--- config.mk ---
export PLATFORM = sky130hd
export DESIGN_NAME = video_timing
export DESIGN_NICKNAME = d
export VERILOG_FILES = /design/src/source/super_res_pkg.sv /design/src/source/video_timing.sv
export SDC_FILE = /design/constraint.sdc
export NUM_CORES = 1
export LEC_CHECK = 0
export ABC_AREA = 1
export BUFFER_PORTS_ARGS = -buffer_cell sky130_fd_sc_hd__buf_4
export CORE_ASPECT_RATIO = 2
export CORE_MARGIN = 5
export CORE_UTILIZATION = 25
export DETAILED_ROUTE_END_ITERATION = 12
export PLACE_DENSITY = 0.38
export SLEW_MARGIN = 15
export SYNTH_ARGS = -nofsm -noshare
export SYNTH_HDL_FRONTEND = slang
export SYNTH_SLANG_ARGS = --single-unit
--- constraint.sdc ---
create_clock -name clk -period 1.5 [get_ports clk]
set_input_delay 0.225 -clock clk [delete_from_list [all_inputs] [get_ports clk]]
set_output_delay 0.225 -clock clk [all_outputs]
set_load 0.02 [all_outputs]
--- src/source/super_res_pkg.sv ---
package super_res_pkg;

  // Frame geometry in pixel clocks and lines
  localparam int unsigned displayed_width = 720;
  localparam int unsigned frame_width_ntsc = 858;
  localparam int unsigned frame_width_pal = 864;
  localparam int unsigned frame_height_ntsc = 525;
  localparam int unsigned frame_height_pal = 625;
  localparam int unsigned displayed_height_ntsc = 480;
  localparam int unsigned displayed_height_pal = 576;

  localparam int unsigned words_per_line = displayed_width / 4;  // One word per 4 pixels

  // Sync windows
  localparam int unsigned hsync_start = 736;
  localparam int unsigned hsync_end = 800;
  localparam int unsigned vsync_line_ntsc = 490;
  localparam int unsigned vsync_line_pal = 590;

  // Fetch schedule points in horizontal blank
  localparam int unsigned addr_load_cx = 720;  // Address back to 0 on last line
  localparam int unsigned idx_reset_cx = 722;  // Line buffer index restart
  localparam int unsigned prefetch_cx = 724;  // First word of the frame

  localparam int unsigned vram_depth = 65536;

  typedef logic [15:0] vram_addr_t;
  typedef logic [31:0] vram_word_t;

  typedef enum logic [1:0] {
    off = 2'd0,
    super_colour = 2'd1,  // 24-bit RGB, 4x4 pixels per word
    super_mid = 2'd2  // RGB565, 4x2 pixels per word
  } colour_mode_t;

  // Beam position with everything decoded from it
  typedef struct packed {
    logic [10:0] cx;
    logic [9:0] cy;
    logic visible;
    logic last_line;
    logic hsync;
    logic vsync;
  } beam_t;

  typedef struct packed {
    vram_addr_t addr;
    vram_word_t data;
  } host_write_t;

  typedef struct packed {
    logic de;
    logic hsync;
    logic vsync;
    logic [7:0] red;
    logic [7:0] green;
    logic [7:0] blue;
  } video_t;

endpackage

--- src/source/video_timing.sv ---
module video_timing (
  input  logic clk,
  input  logic reset,
  input  logic pal_mode,
  output super_res_pkg::beam_t beam
);

  logic [10:0] h_cnt;
  logic [9:0] v_cnt;
  logic pal_q;  // Standard of the frame in progress
  logic [10:0] h_last;
  logic [9:0] v_last;
  logic [9:0] v_shown;
  logic [9:0] v_sync;

  // Wrap points and windows for the current standard
  assign h_last = pal_q ? 11'(super_res_pkg::frame_width_pal - 1)
                        : 11'(super_res_pkg::frame_width_ntsc - 1);
  assign v_last = pal_q ? 10'(super_res_pkg::frame_height_pal - 1)
                        : 10'(super_res_pkg::frame_height_ntsc - 1);
  assign v_shown = pal_q ? 10'(super_res_pkg::displayed_height_pal)
                         : 10'(super_res_pkg::displayed_height_ntsc);
  assign v_sync = pal_q ? 10'(super_res_pkg::vsync_line_pal)
                        : 10'(super_res_pkg::vsync_line_ntsc);

  always_ff @(posedge clk or posedge reset) begin
    if (reset) begin
      h_cnt <= '0;
      v_cnt <= '0;
      pal_q <= 1'b0;
    end else if (h_cnt == h_last) begin
      h_cnt <= '0;
      if (v_cnt == v_last) begin
        v_cnt <= '0;
        pal_q <= pal_mode;  // Standard switches only at frame start
      end else begin
        v_cnt <= v_cnt + 10'd1;
      end
    end else begin
      h_cnt <= h_cnt + 11'd1;
    end
  end

  // All flags registered in one go so consumers see a single position
  always_ff @(posedge clk or posedge reset) begin
    if (reset) begin
      beam <= '0;
    end else begin
      beam.cx <= h_cnt;
      beam.cy <= v_cnt;
      beam.visible <= (h_cnt < super_res_pkg::displayed_width) && (v_cnt < v_shown);
      beam.last_line <= v_cnt == v_last;
      beam.hsync <= (h_cnt >= super_res_pkg::hsync_start) && (h_cnt < super_res_pkg::hsync_end);
      beam.vsync <= v_cnt == v_sync;
    end
  end

  h_cnt_in_line: assert property (@(posedge clk) disable iff (reset)
    h_cnt < (pal_q ? super_res_pkg::frame_width_pal : super_res_pkg::frame_width_ntsc));

endmodule

After elaboration in Yosys (flattened, before gate mapping)
Index checks and enable logic that the tools add are counted.

operators by class
  magnitude comparators = 4
  equal/unequal tests = 3
  reductions and logical operators = 3
  add/sub/neg operators = 2
  multiplexer cells = 6

operators by type and width
  kind                                                                      count
  10-bit 2-to-1 mux                                                         3
  11-bit by 10-bit < comparator with 1-bit output (second input constant)   2
  10-bit == test                                                            2
  11-bit by 1-bit adder with 11-bit output (second input constant)          1
  11-bit by 10-bit == test with 1-bit output                                1
  11-bit by 10-bit >= comparator with 1-bit output (second input constant)  1
  11-bit 2-to-1 mux                                                         1
  10-bit by 1-bit adder with 10-bit output (second input constant)          1
  10-bit < comparator                                                       1
  7-bit 2-to-1 mux                                                          1
  3-bit 2-to-1 mux                                                          1
  1-bit logical AND                                                         2
  2-bit AND reduction                                                       1

word-level totals
  input port bits = 3
  word-level logic and storage cells = 27
  flip-flop bits (word level) = 47
  output and inout bits = 25

Longest topological paths before layout
Gate-level depths: netlist of run 1.

  depth in word-level cells = 3
  depth in mapped cells = 11
  depth with buffers taken out = 10

Worst setup path before layout of run 1
Ideal clock, no wire load.

  path kind = register -> register
  start point = register pal_q
  end point = register v_cnt[2]
  path buffers = 1
  period minus slack after synthesis = 1.617 ns
  setup time = 0.113 ns
  slack = -0.117 ns
  cell stages (with the launch flop) = 12
  required time = 1.387 ns
  arrival = 1.505 ns
  cell sequence = dfrtp_1 buf_4 inv_2 ha_1 nor2_1 nand2_1 nor2_1 nand3_1 nand2_1 nand2_1 nand2_1 inv_1

between the ends
  cells in the longest elaborated chain, start to end = 3
  elaborated cells between the ends (all ways) = 5
  classes of those cells = eq/ne (2); mux (3)

RTL lines
  item                    RTL line            source
  start, declared         video_timing.sv:10  logic pal_q;
  start signal, assigned  video_timing.sv:35  pal_q <= pal_mode;
  7-bit 2-to-1 mux        video_timing.sv:19  assign v_last = pal_q ? 10'(super_res_pkg::frame_height_pal - 1)
  10-bit == test          video_timing.sv:33  if (v_cnt == v_last) begin
  10-bit 2-to-1 mux       video_timing.sv:33
  end signal, assigned    video_timing.sv:37  v_cnt <= v_cnt + 10'd1;
  end, declared           video_timing.sv:9   logic [9:0] v_cnt;

Several ways; a longest one is shown, not always the timed one.
A chain may end at the register's enable or synchronous reset.

Worst setup path after layout of run 1
  start point = register pal_q
  end point = register v_cnt[3]

The elaborated chain is that of the path after synthesis.

==> results.cfg, run 1 <==
[sta]
max_freq_ghz = 0.654
fin_crit_ns = 1.53
finalWorstSetupSlack_ns = -0.0286
whs_ns = 0.171
max-slew-margin-rel_pct = 79.1
post-route-period-util_pct = 102
setup-tns-final_ns = -0.0452
setup-violations-final = 3
grt_setup_unrepaired = true
skew_ns = 0.00818
drv_slew = 0
worst_pin_slew_ns = 0.314
hold_viol = 0

[synth]
post-synth-top-area-cell = dfrtp_1
ys_ff_latch = 47
ys_types = 28
syn_area_sq_um = 2180
yosysWarnings = 0
synth_seq_area_share_pct = 53.9
syn_nets = 263
avgSynthCellArea_sq_um = 8.65
synth_area_leaders = dfrtp_1 54%, nand2_1 11%, inv_1 5.3%
syn_inst = 252
synth_top_area_share_pct = 53.9

[placement]
portBuffers = 27
postPlaceCellArea_sq_um = 2830
gp_congestion = 0.822
hpwl_um = 4640
placedCellCount = 416

[final_layout]
layout.area.seq_sq_um = 1180
final_common_cell = buf_4
finalNonFillerCells = 430
drive_above_1_share_pct = 35.8
num_antenna_cells = 0
nets = 340
num-fill-cells = 907
area_growth_pct = 44.6
finalInstanceArea_sq_um = 3150
multiInputGateArea_sq_um = 931
most-common-layout-cells = 71 x buf_4, 62 x nand2_1, 43 x dfrtp_1, 27 x nor2_1, 26 x inv_1

[critical_path]
crit_path_start_kind = flip-flop
cp.required_ns = 1.68
endpoint_kind = flip-flop
cp_max_fo = 7
crit_type = reg -> reg
arrival_ns = 1.71

[floorplan]
row_count = 48
die_w_um = 76.0
core_area_sq_um = 8590
start_util_pct = 25.4
die-area_sq_um = 10800
die_h_um = 142
io_pins = 28

[power]
p_leak_nw = 1.63
total_power_mw = 2.75
irDropWorstVdd_mv = 0.539
p_per_area_nw_per_um2 = 872

[run]
maxCapViolCount = 0

[status]
status = finished, violations left
violations = setup timing

[clocking]
cts_tree = built
cts_buffer_depth = 2
cts_max_level = 2
cts_made_buffers = 5
clkTransAtPathRegs_ns = 0.07
insertion_delay_ns = 0.29
root_buffer = clkbuf_16
clock-sinks = 47

[detailed_routing]
drt-wirelength-per-cell_um = 14.2
vias_per_cell = 4.33
drc_errors = 0
via_count = 1862
dr.first_iter.drc_count = 76
firstDrtPassIters = 4
antenna_left = 0
wirelength_um = 6100

[global_route]
antenna_found_initial = 0
grt_pass1_wl_um = 9800
met2_usage_pct = 24.1
grt_usage_pct = 11.8
met1_usage_pct = 10.9
grt_start_max_net_pins = 48
grt-ovfl-total = 0
grt_use_met3_pct = 1.84
grt_busiest_layer = met2
grt_pass1_vias = 1937

[hold_path]
hold_path_class = in -> reg
## state kept, by name (all words and copies together), names as in the netlist
name	count
pal_q	1
v_cnt	10
h_cnt	11
beam	25
## power by group
part	switching (mW)	total, mW	internal (mW)
logic	0.0271	0.0379	0.0108
clock network	0.488	1.44	0.957
registers	0	1.27	1.27
total	0.515	2.75	2.23
## Yosys cell counts
cell type	number
nand2_1	66
dfrtp_1	47
inv_1	31
nor2_1	31
nand3_1	22
ha_1	8
a21oi_1	5
nand4_1	5
nor3_1	5
o21ai_0	5
buf_4	3
xor2_1	3
nand2_2	2
nand3_2	2
nand3b_1	2
nor2_2	2
nor2_4	2
a21boi_0	1
a31oi_1	1
buf_2	1
buf_6	1
clkinv_1	1
inv_2	1
nor3_2	1
nor3b_1	1
o21ai_2	1
o22ai_1	1
or2_2	1
## final cells by class
type,instances,share of cell area [%]
sequential,47,37.5
multi-input combinational,167,29.5
timing repair buffer,75,18.8
inverter,33,4.21
clock buffer,6,4.09
tap,100,3.97
clock inverter,2,1.90
## critical path, stage by stage (launching register included)
cell and delay (ns):
dfrtp_2 0.43, buf_4 0.17, nand2_1 0.08, o21ai_2 0.07
nor2_4 0.17, clkinvlp_4 0.25, a21oi_1 0.19, nor2_1 0.05
## worst paths after layout
kind / startpoint / end / slack (ns) / depth (start not counted)
max: pal_q$_DFFE_PP0P_ / v_cnt[3]$_DFFE_PP0N_ / -0.03 / 7
min: pal_mode / pal_q$_DFFE_PP0P_ / 0.17 / 3
max reg2reg: pal_q$_DFFE_PP0P_ / v_cnt[3]$_DFFE_PP0N_ / -0.03 / 7
min reg2reg: h_cnt[2]$_DFF_PP0_ / beam[16]$_DFF_PP0_ / 0.46 / 0
max in group asynchronous: reset / pal_q$_DFFE_PP0P_ / 0.70 / 4
min in group asynchronous: reset / beam[15]$_DFF_PP0_ / 0.53 / 4
## through the flow
stage               utilization, %  setup slack, ns
global route                  36.7           -0.116
floorplan                        -          0.00754
CTS                           35.5          -0.0419
global placement              33.0          -0.0494
finish                        36.7          -0.0286
detailed placement            33.0          -0.0579
## kinds of logic (layout without fill, tap and decap cells)
group | Yosys count | after routing | synth area share [%]
buffers and inverters | 38 | 116 | 7.46
AND/OR/NAND/NOR | 142 | 142 | 29.2
adder cells (fa/ha/maj) | 8 | 8 | 4.59
AO/OA/AOI/OAI | 14 | 14 | 3.61
XOR/XNOR | 3 | 3 | 1.21
flip-flops | 47 | 47 | 53.9
## routing by layer
| metal | wire length (um) | up-vias |
|---|---|---|
| met3 | 133 | 6 |
| met4 | 136 | 0 |
| li1 | - | 949 |
| met5 | 0 | - |
| met1 | 2060 | 881 |
| met2 | 3770 | 26 |
## what timing repair did
item,in CTS,in global routing
hold endpoints to repair,40,0
pin swaps,2,13
setup endpoints to repair,10,19
buffers inserted,1,4
resized for setup,5,26
hold buffers,1,0
(Power assumes the default switching activity.)
==> run 2: changes to the inputs <==
--- a/config.mk
+++ b/config.mk
@@ -5,13 +5,12 @@
 export SDC_FILE = /design/constraint.sdc
 export NUM_CORES = 1
 export LEC_CHECK = 0
-export ABC_AREA = 1
 export BUFFER_PORTS_ARGS = -buffer_cell sky130_fd_sc_hd__buf_4
 export CORE_ASPECT_RATIO = 2
 export CORE_MARGIN = 5
 export CORE_UTILIZATION = 25
 export DETAILED_ROUTE_END_ITERATION = 12
-export PLACE_DENSITY = 0.38
+export PLACE_DENSITY = 0.39
 export SLEW_MARGIN = 15
 export SYNTH_ARGS = -nofsm -noshare
 export SYNTH_HDL_FRONTEND = slang
==> results.cfg, run 2 <==
[final_layout]
top_register = beam
nets = 256
drive_above_1_share_pct = 47.6
multiInputGateArea_sq_um = 938
num_antenna_cells = 0
reg_top3 = beam (25), h_cnt (11), v_cnt (10)
largest_reg_flops = 25
finalNonFillerCells = 342
final_common_cell = buf_4
most-common-layout-cells = 71 x buf_4, 44 x dfrtp_1, 14 x nand2_1, 9 x nor2_1
layout.area.seq_sq_um = 1180
finalInstanceArea_sq_um = 3070
num-fill-cells = 791
area_growth_pct = 50.0

[clocking]
cts_made_buffers = 5
clkTransAtPathRegs_ns = 0.06
cts_tree = built
root_buffer = clkbuf_16
insertion_delay_ns = 0.29
cts_max_level = 2
clock-sinks = 47
cts_buffer_depth = 2

[detailed_routing]
drc_errors = 0
dr.first_iter.drc_count = 60
via_count = 1600
wirelength_um = 5620
antenna_left = 0
drt-wirelength-per-cell_um = 16.4
firstDrtPassIters = 5
vias_per_cell = 4.68

[sta]
skew_ns = 0.00498
max_freq_ghz = 0.572
post-route-period-util_pct = 117
whs_ns = 0.189
worst_pin_slew_ns = 0.359
fin_crit_ns = 1.75
setup-violations-final = 13
drv_slew = 0
hold_viol = 0
max-slew-margin-rel_pct = 76.1
finalWorstSetupSlack_ns = -0.249
grt_setup_unrepaired = true
setup-tns-final_ns = -2.13

[global_route]
grt_pass1_wl_um = 8860
grt-ovfl-total = 0
antenna_found_initial = 0
grt_start_max_net_pins = 27
grt_usage_pct = 12.0
grt_pass1_vias = 1689

[floorplan]
io_pins = 28
die_h_um = 138
row_count = 46
die_w_um = 73.9
start_util_pct = 25.7
die-area_sq_um = 10200
core_area_sq_um = 7940

[critical_path]
r2r_slack_ns = -0.25
cp_max_fo = 3
arrival_ns = 1.92
cp.required_ns = 1.67
crit_path_start_kind = flip-flop
endpoint_kind = flip-flop
crit_type = reg -> reg

[synth]
dominantRegCellSynth = dfrtp_1
yosysMostFrequentCell = dfrtp_1
syn_nets = 178
synth_top_area_share_pct = 57.6
post-synth-top-area-cell = dfrtp_1
synth_seq_area_share_pct = 57.6
synth_area_leaders = dfrtp_1 58%, ha_1 4.9%, xor2_1 3.0%
syn_inst = 167
ys_types = 45
syn_area_sq_um = 2040
synth_top_cells_by_count = 47 x dfrtp_1, 15 x nand2_1, 11 x nor2_1
async_flop_share_pct = 100
avgSynthCellArea_sq_um = 12.2
yosysWarnings = 0
synth_edf_count = 0
ys_ff_latch = 47

[power]
irDropWorstVdd_mv = 0.428
p_leak_nw = 1.49
p_per_area_nw_per_um2 = 896
total_power_mw = 2.75

[hold_path]
hold_path_class = in -> reg

[placement]
postPlaceCellArea_sq_um = 2670
gp_congestion = 0.785
portBuffers = 27
placedCellCount = 325
hpwl_um = 4340

[status]
violations = setup timing
status = finished, violations left

[run]
maxCapViolCount = 0
==> run 2: cell types whose count changed after synthesis, moves of 3 or more <==
cell	before	now
o311ai_2	0	3
xnor2_1	0	4
nor2_1	31	11
o211ai_1	0	4
xor2_1	3	7
nand2_1	66	15
inv_1	31	10
a21oi_1	5	1
nand3_1	22	4
and3_1	0	6
==> run 2: stage by stage <==
step	utilization, %	setup slack, ns
floorplan	-	-0.222
global placement	33.6	-0.227
detailed placement	33.6	-0.221
CTS	37.3	-0.228
global route	38.6	-0.314
finish	38.6	-0.249
==> run 2: cell type report <==
| cell class | count | share of cell area, % |
|---|---|---|
| Multi-Input combinational cell | 105 | 30.6 |
| Clock inverter | 3 | 2.20 |
| Inverter | 10 | 1.22 |
| Sequential cell | 47 | 38.5 |
| Clock buffer | 5 | 4.08 |
| Timing Repair Buffer | 76 | 19.5 |
| Tap cell | 96 | 3.92 |
==> run 2: metal layers <==
metal	global-route usage, %	up-vias	share of wire (%)
met4	6.65	0	4.5
met1	10.3	805	30
li1	-	746	-
met3	2.83	13	3.3
met5	0	-	0
met2	23.7	36	62
==> run 2: critical path, cell delays in order, from the launching register on <==
cell and delay, ns:
dfrtp_2 0.42, inv_2 0.08, ha_4 0.21, nor4b_4 0.22, nand2_2 0.11, buf_4 0.15
nor3_4 0.12, mux2_4 0.32
==> run 2: timing repair <==
item                                   CTS  global route
buffers inserted                         3             5
pin swaps                               10            10
endpoints found under the hold margin   21             0
hold buffers                             1             0
gates resized for setup                 18            11
setup endpoints to repair               15            15
==> run 2: final timing paths <==
kind	endpoint	cells past startpoint	startpoint
worst min register to register	beam[23]$_DFF_PP0_	1	h_cnt[9]$_DFF_PP0_
worst min-delay path	pal_q$_DFFE_PP0P_	2	pal_mode
max in group asynchronous	pal_q$_DFFE_PP0P_	4	reset
worst max register to register	pal_q$_DFFE_PP0P_	7	pal_q$_DFFE_PP0P_
min in group asynchronous	beam[11]$_DFF_PP0_	4	reset
worst max-delay path	pal_q$_DFFE_PP0P_	7	pal_q$_DFFE_PP0P_
==> run 2: logic make-up (layout without fill, tap and decap cells) <==
logic type	after synthesis	in the layout	share of synthesized area (%)
and+or+nand+nor	61	61	17.3
DFF	47	47	57.6
AOI/OAI and AO/OA	23	23	10.7
buffers and inverters	15	94	3.74
xor gates and xnor gates	11	11	4.72
adders and majority gates	8	8	4.90
muxes	2	2	1.04
==> run 2: report_power, final <==
group | total (mW) | internal [mW] | switching (mW)
Sequential | 1.27 | 1.27 | 0
Combinational | 0.0364 | 0.00883 | 0.0276
Clock | 1.44 | 0.955 | 0.489
