$ cat src/source/super_res_pkg.sv
package super_res_pkg;

  // Frame geometry in pixel clocks and lines
  localparam int unsigned displayed_width = 720;
  localparam int unsigned frame_width_ntsc = 858;
  localparam int unsigned frame_width_pal = 864;
  localparam int unsigned frame_height_ntsc = 525;
  localparam int unsigned frame_height_pal = 625;
  localparam int unsigned displayed_height_ntsc = 480;
  localparam int unsigned displayed_height_pal = 576;

  localparam int unsigned words_per_line = displayed_width / 4;  // One word per 4 pixels

  // Sync windows
  localparam int unsigned hsync_start = 736;
  localparam int unsigned hsync_end = 800;
  localparam int unsigned vsync_line_ntsc = 490;
  localparam int unsigned vsync_line_pal = 590;

  // Fetch schedule points in horizontal blank
  localparam int unsigned addr_load_cx = 720;  // Address back to 0 on last line
  localparam int unsigned idx_reset_cx = 722;  // Line buffer index restart
  localparam int unsigned prefetch_cx = 724;  // First word of the frame

  localparam int unsigned vram_depth = 65536;

  typedef logic [15:0] vram_addr_t;
  typedef logic [31:0] vram_word_t;

  typedef enum logic [1:0] {
    off = 2'd0,
    super_colour = 2'd1,  // 24-bit RGB, 4x4 pixels per word
    super_mid = 2'd2  // RGB565, 4x2 pixels per word
  } colour_mode_t;

  // Beam position with everything decoded from it
  typedef struct packed {
    logic [10:0] cx;
    logic [9:0] cy;
    logic visible;
    logic last_line;
    logic hsync;
    logic vsync;
  } beam_t;

  typedef struct packed {
    vram_addr_t addr;
    vram_word_t data;
  } host_write_t;

  typedef struct packed {
    logic de;
    logic hsync;
    logic vsync;
    logic [7:0] red;
    logic [7:0] green;
    logic [7:0] blue;
  } video_t;

endpackage

$ cat src/source/pixel_unpack.sv
module pixel_unpack (
  input  logic clk,
  input  logic reset,
  input  super_res_pkg::colour_mode_t mode,
  input  logic word_valid,
  input  super_res_pkg::vram_word_t word,
  input  super_res_pkg::beam_t beam_in,
  output super_res_pkg::video_t video
);

  logic [7:0] red;
  logic [7:0] green;
  logic [7:0] blue;
  super_res_pkg::video_t next_video;

  always_comb begin
    case (mode)
      super_res_pkg::super_colour: begin
        red = word[23:16];
        green = word[15:8];
        blue = word[7:0];
      end
      super_res_pkg::super_mid: begin
        // RGB565 widened by zero fill
        red = {word[15:11], 3'b000};
        green = {word[10:5], 2'b00};
        blue = {word[4:0], 3'b000};
      end
      default: begin
        red = '0;
        green = '0;
        blue = '0;
      end
    endcase
  end

  always_comb begin
    next_video.de = word_valid;
    next_video.hsync = beam_in.hsync;
    next_video.vsync = beam_in.vsync;
    next_video.red = word_valid ? red : 8'd0;  // Black outside the picture
    next_video.green = word_valid ? green : 8'd0;
    next_video.blue = word_valid ? blue : 8'd0;
  end

  always_ff @(posedge clk or posedge reset) begin
    if (reset) begin
      video <= '0;
    end else begin
      video <= next_video;
    end
  end

endmodule

$ cat config.mk
export PLATFORM = sky130hd
export DESIGN_NAME = pixel_unpack
export DESIGN_NICKNAME = d
export VERILOG_FILES = /design/src/source/super_res_pkg.sv /design/src/source/pixel_unpack.sv
export SDC_FILE = /design/constraint.sdc
export NUM_CORES = 1
export LEC_CHECK = 0
export ABC_AREA = 1
export BUFFER_PORTS_ARGS = -buffer_cell sky130_fd_sc_hd__buf_2
export CAP_MARGIN = 20
export CORE_ASPECT_RATIO = 2
export CORE_UTILIZATION = 39
export CTS_BUF_LIST = sky130_fd_sc_hd__clkbuf_4 sky130_fd_sc_hd__clkbuf_8
export CTS_CLUSTER_DIAMETER = 120
export CTS_CLUSTER_SIZE = 30
export DETAILED_ROUTE_END_ITERATION = 16
export MAX_ROUTING_LAYER = met4
export PLACE_DENSITY = 0.82
export SYNTH_ARGS = -nofsm -noshare
export SYNTH_HDL_FRONTEND = slang
export SYNTH_SLANG_ARGS = --single-unit
$ cat constraint.sdc
create_clock -name clk -period 0.9 [get_ports clk]
set_input_delay 0.18 -clock clk [delete_from_list [all_inputs] [get_ports clk]]
set_output_delay 0.18 -clock clk [all_outputs]
set_load 0.05 [all_outputs]
# [Word level (Yosys, flattened, before mapping)]
# Index checks and enable logic that the tools add are counted.
[op_classes] mux=6 eq_ne=2
[ops] op="$pmux W8 S2" n=3
[ops] op="$mux W8" n=3
[ops] op="$eq A2 B1 Y1 const B" n=1
[ops] op="$eq A2 B2 Y1 const B" n=1
[word_totals] out_inout_bits=27 reg_bits=27 input_bits=62 word_cells=14

# [Longest topological paths before layout]
# Gate-level depths: netlist (run 1).
[logic_depth] depth_word=3 ltp_mapped=6 depth_no_buf=5

# [Least setup slack after synthesis (run 1)]
# OpenSTA, ideal clock, no wires.
[synth_path] path_type="input port to flip-flop" startpoint="input port mode[0]" endpoint="register video[0] (netlist name)" arrival_ns=0.868 cell_stages=6 n_path_buf=1 required_time_ns=0.779 setup_time_ns=0.121 path_slack_ns=-0.089 cell_sequence="inv_1 > ha_1 > inv_1 > nand2_1 > buf_2 > nor2_1"
[synth_lines] item="start, declared" line_no="pixel_unpack.sv:4" source="input super_res_pkg::colour_mode_t mode,"
[synth_lines] item="end signal, assigned" line_no="pixel_unpack.sv:50" source="video <= next_video;"
[synth_lines] item="end, declared" line_no="pixel_unpack.sv:8" source="output super_res_pkg::video_t video"

# [Final worst setup path (run 1)]
[layout_path] startpoint="register video[19] (netlist name)" endpoint="output port video[19] (netlist name)"
# No word-level cell between the ends.

==> run_results.csv, run 1 <==
group,metric,value,unit
grt,grt_pass1_vias,960,
clock_network,cts_tree,"built",
placed_design,io_buffers,57,
routing,vias_per_cell,4.80,
layout,drive_above_1_share,49.1,%
sta,slew_viol_final,0,
synthesis,yosysUniqueCellTypes,10,
layout,finalNetCount,228,
grt,busiest_layer,"met2",
grt,track_usage,19.7,%
routing,drt_first_pass_iters,4,
layout,regMostFlops,"video",
die,dieArea,0.00298,sq mm
worst_setup_path,start_kind,"flop",
synthesis,synth.largest_area_cell,"dfrtp_1",
clock_network,clock-sinks,27,
grt,antenna_found_initial,0,
clock_network,cts_buffers,3,
grt,use_met1,20.3,%
die,core_region_area,0.00257,sq mm
clock_network,clkTransAtPathRegs,90,ps
pwr,power_density,1500,mW/mm^2
sta,finalCriticalPeriod,1010,ps
placed_design,hpwl,1720,um
die,fp.dieH,76.2,um
synthesis,synth-seq-cells,27,
clock_network,cts-root-buf,"clkbuf_8",
synthesis,synth_seq_area_share,62.9,%
hold_path,hold_path.class,"in2reg",
routing,wire_per_inst,12.7,um
sta,finalSetupViolCount,27,
die,rows,26,
placed_design,gp_congestion,0.733,
grt,grt_overflow_total,0,
die,die_x,39.1,um
worst_setup_path,max_stage_delay,410,ps
synthesis,yosysTopAreaCellShare,62.9,%
placed_design,place_area,0.00142,sq mm
clock_network,htreeDepth,1,
layout,largest_reg_flops,27,
sta,fin_ws,-111,ps
worst_setup_path,path_cells,"buf_6",
sta,max-slew-margin-rel,88.1,%
layout,largest_registers,"video: 27 flops",
run_status,outcome,"finished, violations left",
worst_setup_path,startpoint,"video[19]$_DFF_PP0_",
sta,grt_setup_unrepaired,"true",
synthesis,syn_area,0.00107,sq mm
routing,wirelength,2430,um
grt,grt_pass1_wl,4110,um
sta,hold_ws,12.6,ps
worst_setup_path,endpoint_kind,"primary output",
worst_setup_path,worst_path_max_delay_cell,"dfrtp_1",
worst_setup_path,worstPathArrival,830,ps
worst_setup_path,critPathKind,"reg2out",
pwr,ir_drop,877,uV
synthesis,avgSynthCellArea,10.3,sq um
routing,drc,0,
synthesis,yosysWarnings,0,
pwr,p_leak,0.819,nW
sta,tightest_slew,178,ps
sta,tns,-2240,ps
synthesis,syn_inst,104,
layout,n_antenna_cell,0,
sta,fmax,989,MHz
synthesis,netlist_top_cells_area,"dfrtp_1 63%, nand2_1 14%, a21oi_2 9.8%",
routing,postRouteAntennaNets,0,
run,max_cap_violations,0,
layout,syn_to_final_growth,53.3,%
grt,grt_max_degree,28,
worst_setup_path,cp_top_family,"flip-flops",
layout,design_area,0.00165,sq mm
routing,vias,917,
worst_setup_path,worstPathMaxFanout,1,
sta,fin_crit_sh,112,%
clock_network,clk_path_buf_depth,2,
grt,grt_use_met2,34.2,%
die,io_pins,89,
grt,grtUsageMet3,2.92,%
die,start_util,41.8,%
synthesis,syn_nets,168,
worst_setup_path,required,720,ps
hold_path,hold_start,"beam_in[0]",
run_status,violations,"setup timing",
worst_setup_path,cp.buffers_inverters,1,
routing,first_iter_violations,14,
sta,hold_viol_final,0,
-- repair_timing --
item / in CTS / in global routing
buffers inserted: 0 / 0
setup endpoints to repair: 27 / 27
endpoints found under the hold margin: 27 / 0
hold buffers: 1 / 0
gates resized for setup: 54 / 0
-- area by class of cell --
| cell class | instances | area (sq um) |
|---|---|---|
| inverter | 4 | 15.0 |
| sequential | 27 | 676 |
| fill | 199 | 922 |
| tap | 28 | 35.0 |
| timing repair buffer | 61 | 524 |
| multi-input combinational | 67 | 349 |
| clock buffer | 4 | 48.8 |
-- synthesized netlist by cell type --
master / n
buf_2: 1
buf_6: 2
dfrtp_1: 27
buf_4: 3
a21oi_2: 12
inv_1: 4
nand2_1: 41
a21oi_1: 4
nor2_1: 8
ha_1: 2
-- metal layers --
layer | vias up | wire (um)
met2 | 35 | 1420
met5 | - | 0
met4 | 0 | 60
met3 | 6 | 134
met1 | 440 | 814
li1 | 436 | -
-- per-stage QoR --
step	cells	utilization [%]	setup slack (ps)	power, mW
final	191	64.1	-111	2.47
after global routing	191	64.1	-142	2.59
after CTS	191	64.1	-108	2.49
after detailed placement	186	55.3	-163	1.74
after global placement	186	55.3	-118	1.73
after floorplan	104	-	2.39	1.58
-- logic make-up after synthesis --
logic type	synth area share, %
flip-flops	62.9
buffers and inverters	6.05
AND/OR/NAND/NOR	17.1
adder cells (fa/ha/maj)	2.33
AO/OA/AOI/OAI	11.6
-- report_power, final --
part / internal, mW / leakage (nW) / switching [mW]
sequential: 1.25 / 0.366 / 0.0199
combinational: 0.195 / 0.427 / 0.311
clock: 0.347 / 0.0262 / 0.345
total: 1.79 / 0.819 / 0.675
-- placed cells by master (no fill, tap or decap), types with 2 or more instances in the layout --
master and count:
buf_6 27, clkbuf_8 3, buf_2 30, inv_2 2
inv_1 2, nor2_1 8, dfrtp_1 27, buf_12 3
nand2_1 40, a21oi_2 12, a21oi_1 4
-- path summary, 6_finish.rpt --
kind,end,slack [ps],depth (start not counted)
setup / recovery,video[19],-110,1
max in group asynchronous,video[17]$_DFF_PP0_,260,4
min in group asynchronous,video[25]$_DFF_PP0_,490,4
hold / removal,video[24]$_DFF_PP0_,10,1
Power figures use the tool's default switching activity.
==> run 2, diff against run 1 <==
HOLD_SLACK_MARGIN = 0.06   (was unset)
SKIP_LAST_GASP = 1   (was unset)
==> run 2 against run 1 <==
Net effect: setup slack better by 1.2 ps; maximum frequency increased by 0.12%; cell area rose by 1.8%; the run still ends with setup timing left; largest power group unchanged; critical path type unchanged.
==> run_results.csv, run 2 (synthesis results as in run 1) <==
group,metric,value,unit
sta,tns,-2230,ps
worst_setup_path,endpoint_kind,"primary output",
clock_network,clkTransAtPathRegs,80,ps
layout,layout_common_cells,"40 x nand2_1, 30 x buf_2, 27 x buf_6, 27 x dfrtp_1, 12 x a21oi_2",
worst_setup_path,critPathKind,"reg2out",
die,io_pins,89,
worst_setup_path,path_cells,"buf_6",
sta,finalSetupViolCount,27,
sta,fmax,990,MHz
run_status,violations,"setup timing",
worst_setup_path,required,720,ps
pwr,p_leak,0.832,nW
layout,drive_above_1_share,48.2,%
worst_setup_path,start_kind,"flop",
layout,regMostFlops,"video",
routing,first_iter_violations,12,
grt,grt_max_degree,28,
worst_setup_path,cp_top_family,"flip-flops",
routing,wire_per_inst,12.8,um
worst_setup_path,worst_path_max_delay_cell,"dfrtp_1",
run_status,outcome,"finished, violations left",
pwr,fin_total_pwr,2.48,mW
sta,grt_setup_unrepaired,"true",
routing,vias_per_cell,4.84,
pwr,power_density,1480,mW/mm^2
sta,tightest_slew,184,ps
routing,drc,0,
routing,wirelength,2490,um
die,core_region_area,0.00257,sq mm
grt,grt_pass1_wl,4170,um
grt,grt_pass1_vias,962,
placed_design,hpwl,1720,um
routing,vias,939,
layout,syn_to_final_growth,56.1,%
grt,antenna_found_initial,0,
die,start_util,41.8,%
clock_network,htreeDepth,1,
worst_setup_path,worstPathArrival,830,ps
layout,largest_reg_flops,27,
grt,track_usage,20.1,%
die,dieArea,0.00298,sq mm
clock_network,clk_path_buf_depth,2,
placed_design,io_buffers,57,
clock_network,cts-root-buf,"clkbuf_8",
placed_design,gp_congestion,0.733,
hold_path,hold_start,"word[17]",
die,die_x,39.1,um
layout,fin_util,65.3,%
worst_setup_path,max_stage_delay,400,ps
sta,max-slew-margin-rel,87.7,%
pwr,ir_drop,879,uV
layout,finalNetCount,231,
clock_network,clock-sinks,27,
die,fp.dieH,76.2,um
clock_network,cts_buffers,3,
routing,drt_first_pass_iters,4,
clock_network,cts_setup_buffers,0,
clock_network,cts_tree,"built",
sta,fin_ws,-110,ps
sta,fin_crit_sh,112,%
hold_path,hold_path.class,"in2reg",
layout,n_antenna_cell,0,
routing,postRouteAntennaNets,0,
sta,hold_viol_final,0,
layout,final_common_cell,"nand2_1",
sta,slew_viol_final,0,
worst_setup_path,cp.buffers_inverters,1,
sta,finalCriticalPeriod,1010,ps
grt,grt_overflow_total,0,
die,rows,26,
worst_setup_path,worstPathMaxFanout,1,
placed_design,dp_slack,-163,ps
run,max_cap_violations,0,
layout,largest_registers,"video: 27 flops",
worst_setup_path,startpoint,"video[19]$_DFF_PP0_",
## run 2: cell types whose count changed in the layout (fill, tap and decap cells not counted), sizes merged
| cell | previous run | this run |
|---|---|---|
| dlygate4sd3 | 1 | 4 |
## run 2: path summary, 6_finish.rpt
kind,endpoint,cells after the start
min in group asynchronous,video[22]$_DFF_PP0_,4
worst max-delay path,video[19],1
worst min-delay path,video[17]$_DFF_PP0_,3
max in group asynchronous,video[17]$_DFF_PP0_,4
## run 2: stage by stage
stage | instances | area [sq um] | hold WS, ps
after floorplan | 104 | 1100 | 211
after global placement | 186 | 1420 | 214
after detailed placement | 186 | 1420 | 222
after CTS | 194 | 1680 | 134
after global routing | 194 | 1680 | 123
final | 194 | 1680 | 142
## run 2: worst min-delay path, delay by kind of cell
| kind | cells | cell delay [ps] |
|---|---|---|
| simple gates | 2 | 90 |
| buf+inv | 1 | 100 |
## run 2: report_power, final
part	internal [mW]	leakage [nW]	switching, mW
clock	0.347	0.0262	0.343
combinational	0.204	0.440	0.314
sequential	1.25	0.366	0.0195
## run 2: layout make-up
class,instances,area [sq um]
flip-flops and latches,27,676
multi-input cells,67,349
well taps,28,35.0
inverters,4,15.0
clock buffers,4,48.8
fillers,198,892
repair buffers,64,554
## run 2: routing by layer
metal,part of all wire (%),vias to the layer above,GRT usage (%),wire (um)
met4,2.4,0,8.62,61
met2,59,37,34.5,1460
met5,0,-,-,0
met1,34,454,21.1,841
met3,5.2,6,2.92,130
li1,-,442,-,-
## run 2: repair_timing
action,CTS,global route
gates resized for setup,54,0
endpoints found under the hold margin,30,0
endpoints found under the setup margin,27,27
hold buffers,4,0
==> run 3, diff against run 2 <==
CORE_MARGIN = 3   (was unset)
HOLD_SLACK_MARGIN = 0.03   (was 0.06)
==> run 3 against run 2 <==
Net effect: the run still ends with setup timing left; hold slack worse by 98 ps; cell area is 0.89% higher; clock-buffer cell count is 1 lower; clock power is 3.9% lower; global-route usage is 3.3 points lower.
==> run_results.csv, run 3 (synthesis results as in run 1) <==
group,metric,value,unit
worst_setup_path,cp_top_family,"flip-flops",
hold_path,hold_path.class,"in2reg",
run_status,violations,"setup timing",
grt,track_usage,16.7,%
worst_setup_path,worstPathArrival,830,ps
layout,design_area,0.00169,sq mm
placed_design,io_buffers,57,
die,dieArea,0.00346,sq mm
routing,vias,911,
clock_network,htreeDepth,1,
sta,fin_ws,-107,ps
placed_design,gp_congestion,0.716,
layout,regMostFlops,"video",
placed_design,place_area,0.00145,sq mm
pwr,power_density,1460,mW/mm^2
worst_setup_path,endpoint_kind,"primary output",
die,start_util,41.3,%
layout,n_antenna_cell,0,
grt,grt_pass1_vias,962,
worst_setup_path,worstPathMaxFanout,1,
worst_setup_path,required,720,ps
routing,drc,0,
clock_network,cts_tree,"built",
sta,fmax,993,MHz
layout,largest_reg_flops,27,
die,rows,26,
sta,finalCriticalPeriod,1010,ps
routing,vias_per_cell,4.67,
sta,finalSetupViolCount,27,
layout,syn_to_final_growth,57.5,%
worst_setup_path,startpoint,"video[26]$_DFF_PP0_",
run_status,outcome,"finished, violations left",
worst_setup_path,critPathKind,"reg2out",
pwr,ir_drop,1140,uV
worst_setup_path,path_cells,"buf_6",
routing,first_iter_violations,15,
clock_network,clkTransAtPathRegs,90,ps
sta,hold_viol_final,0,
sta,max-slew-margin-rel,88.4,%
sta,fin_crit_sh,112,%
routing,wirelength,2560,um
clock_network,clk_path_buf_depth,2,
grt,antenna_found_initial,0,
routing,wire_per_inst,13.1,um
pwr,fin_total_pwr,2.47,mW
layout,finalNetCount,232,
grt,grt_pass1_wl,4220,um
layout,final_common_cell,"nand2_1",
hold_path,min_to,"video[26]$_DFF_PP0_",
worst_setup_path,cp.buffers_inverters,1,
placed_design,hpwl,1990,um
pwr,p_leak,0.842,nW
die,core_region_area,0.00260,sq mm
die,fp.dieH,80.2,um
worst_setup_path,worst_path_max_delay_cell,"dfrtp_1",
worst_setup_path,start_kind,"flop",
layout,layout_common_cells,"40 x nand2_1, 30 x buf_2, 27 x buf_6, 27 x dfrtp_1, 12 x a21oi_2",
layout,drive_above_1_share,49.1,%
grt,grt_max_degree,25,
worst_setup_path,max_stage_delay,400,ps
placed_design,dp_slack,-165,ps
routing,postRouteAntennaNets,0,
clock_network,clock-sinks,27,
sta,tightest_slew,174,ps
grt,grt_overflow_total,0,
layout,largest_registers,"video: 27 flops",
sta,grt_setup_unrepaired,"true",
clock_network,cts-root-buf,"clkbuf_8",
run,max_cap_violations,0,
hold_path,hold_depth,1,
die,die_x,43.1,um
die,io_pins,89,
clock_network,cts_buffers,3,
clock_network,cts_setup_buffers,0,
routing,drt_first_pass_iters,4,
hold_path,hold_start,"word_valid",
sta,slew_viol_final,0,
==> run 3: what timing repair did <==
action                     CTS  global route
setup endpoints to repair   27            27
hold buffers                 3             0
resized for setup           54             0
hold endpoints to repair    29             0
==> run 3: worst max-delay path by stage <==
stage,end,slack (ps),depth (start not counted)
CTS,video[2],-100,1
detailed placement,video[19]$_DFF_PP0_,-170,7
floorplan,video[10]$_DFF_PP0_,2,6
global route,video[26],-140,1
finish,video[26],-110,1
global placement,video[19]$_DFF_PP0_,-110,7
==> run 3: final cells by class <==
class	instances	area, sq um
clock inverters	1	5.00
multi-input cells	67	349
well taps	28	35.0
flip-flops and latches	27	676
clock buffers	3	41.3
repair buffers	65	572
fillers	213	910
inverters	4	15.0
==> run 3: metal layers <==
metal	global-route usage [%]	share of wire [%]	vias up
li1	-	-	447
met5	-	0	-
met2	30.9	58	41
met1	17.1	35	419
met3	2.47	5.7	4
met4	6.34	1.4	0
==> run 3: through the flow <==
stage | util (%) | TNS (ps) | hold slack [ps] | instances
after floorplan | - | 0 | 211 | 104
after global placement | 55.6 | -2370 | 224 | 188
after detailed placement | 55.6 | -3030 | 232 | 188
after CTS | 65.0 | -2380 | 39.4 | 195
after global routing | 65.0 | -3010 | 30.2 | 195
final | 65.0 | -2220 | 43.8 | 195
==> run 3: report_power, final <==
group          internal, mW  total [mW]  switching, mW
logic                 0.217       0.535          0.318
registers              1.25        1.27         0.0198
clock network         0.309       0.663          0.353
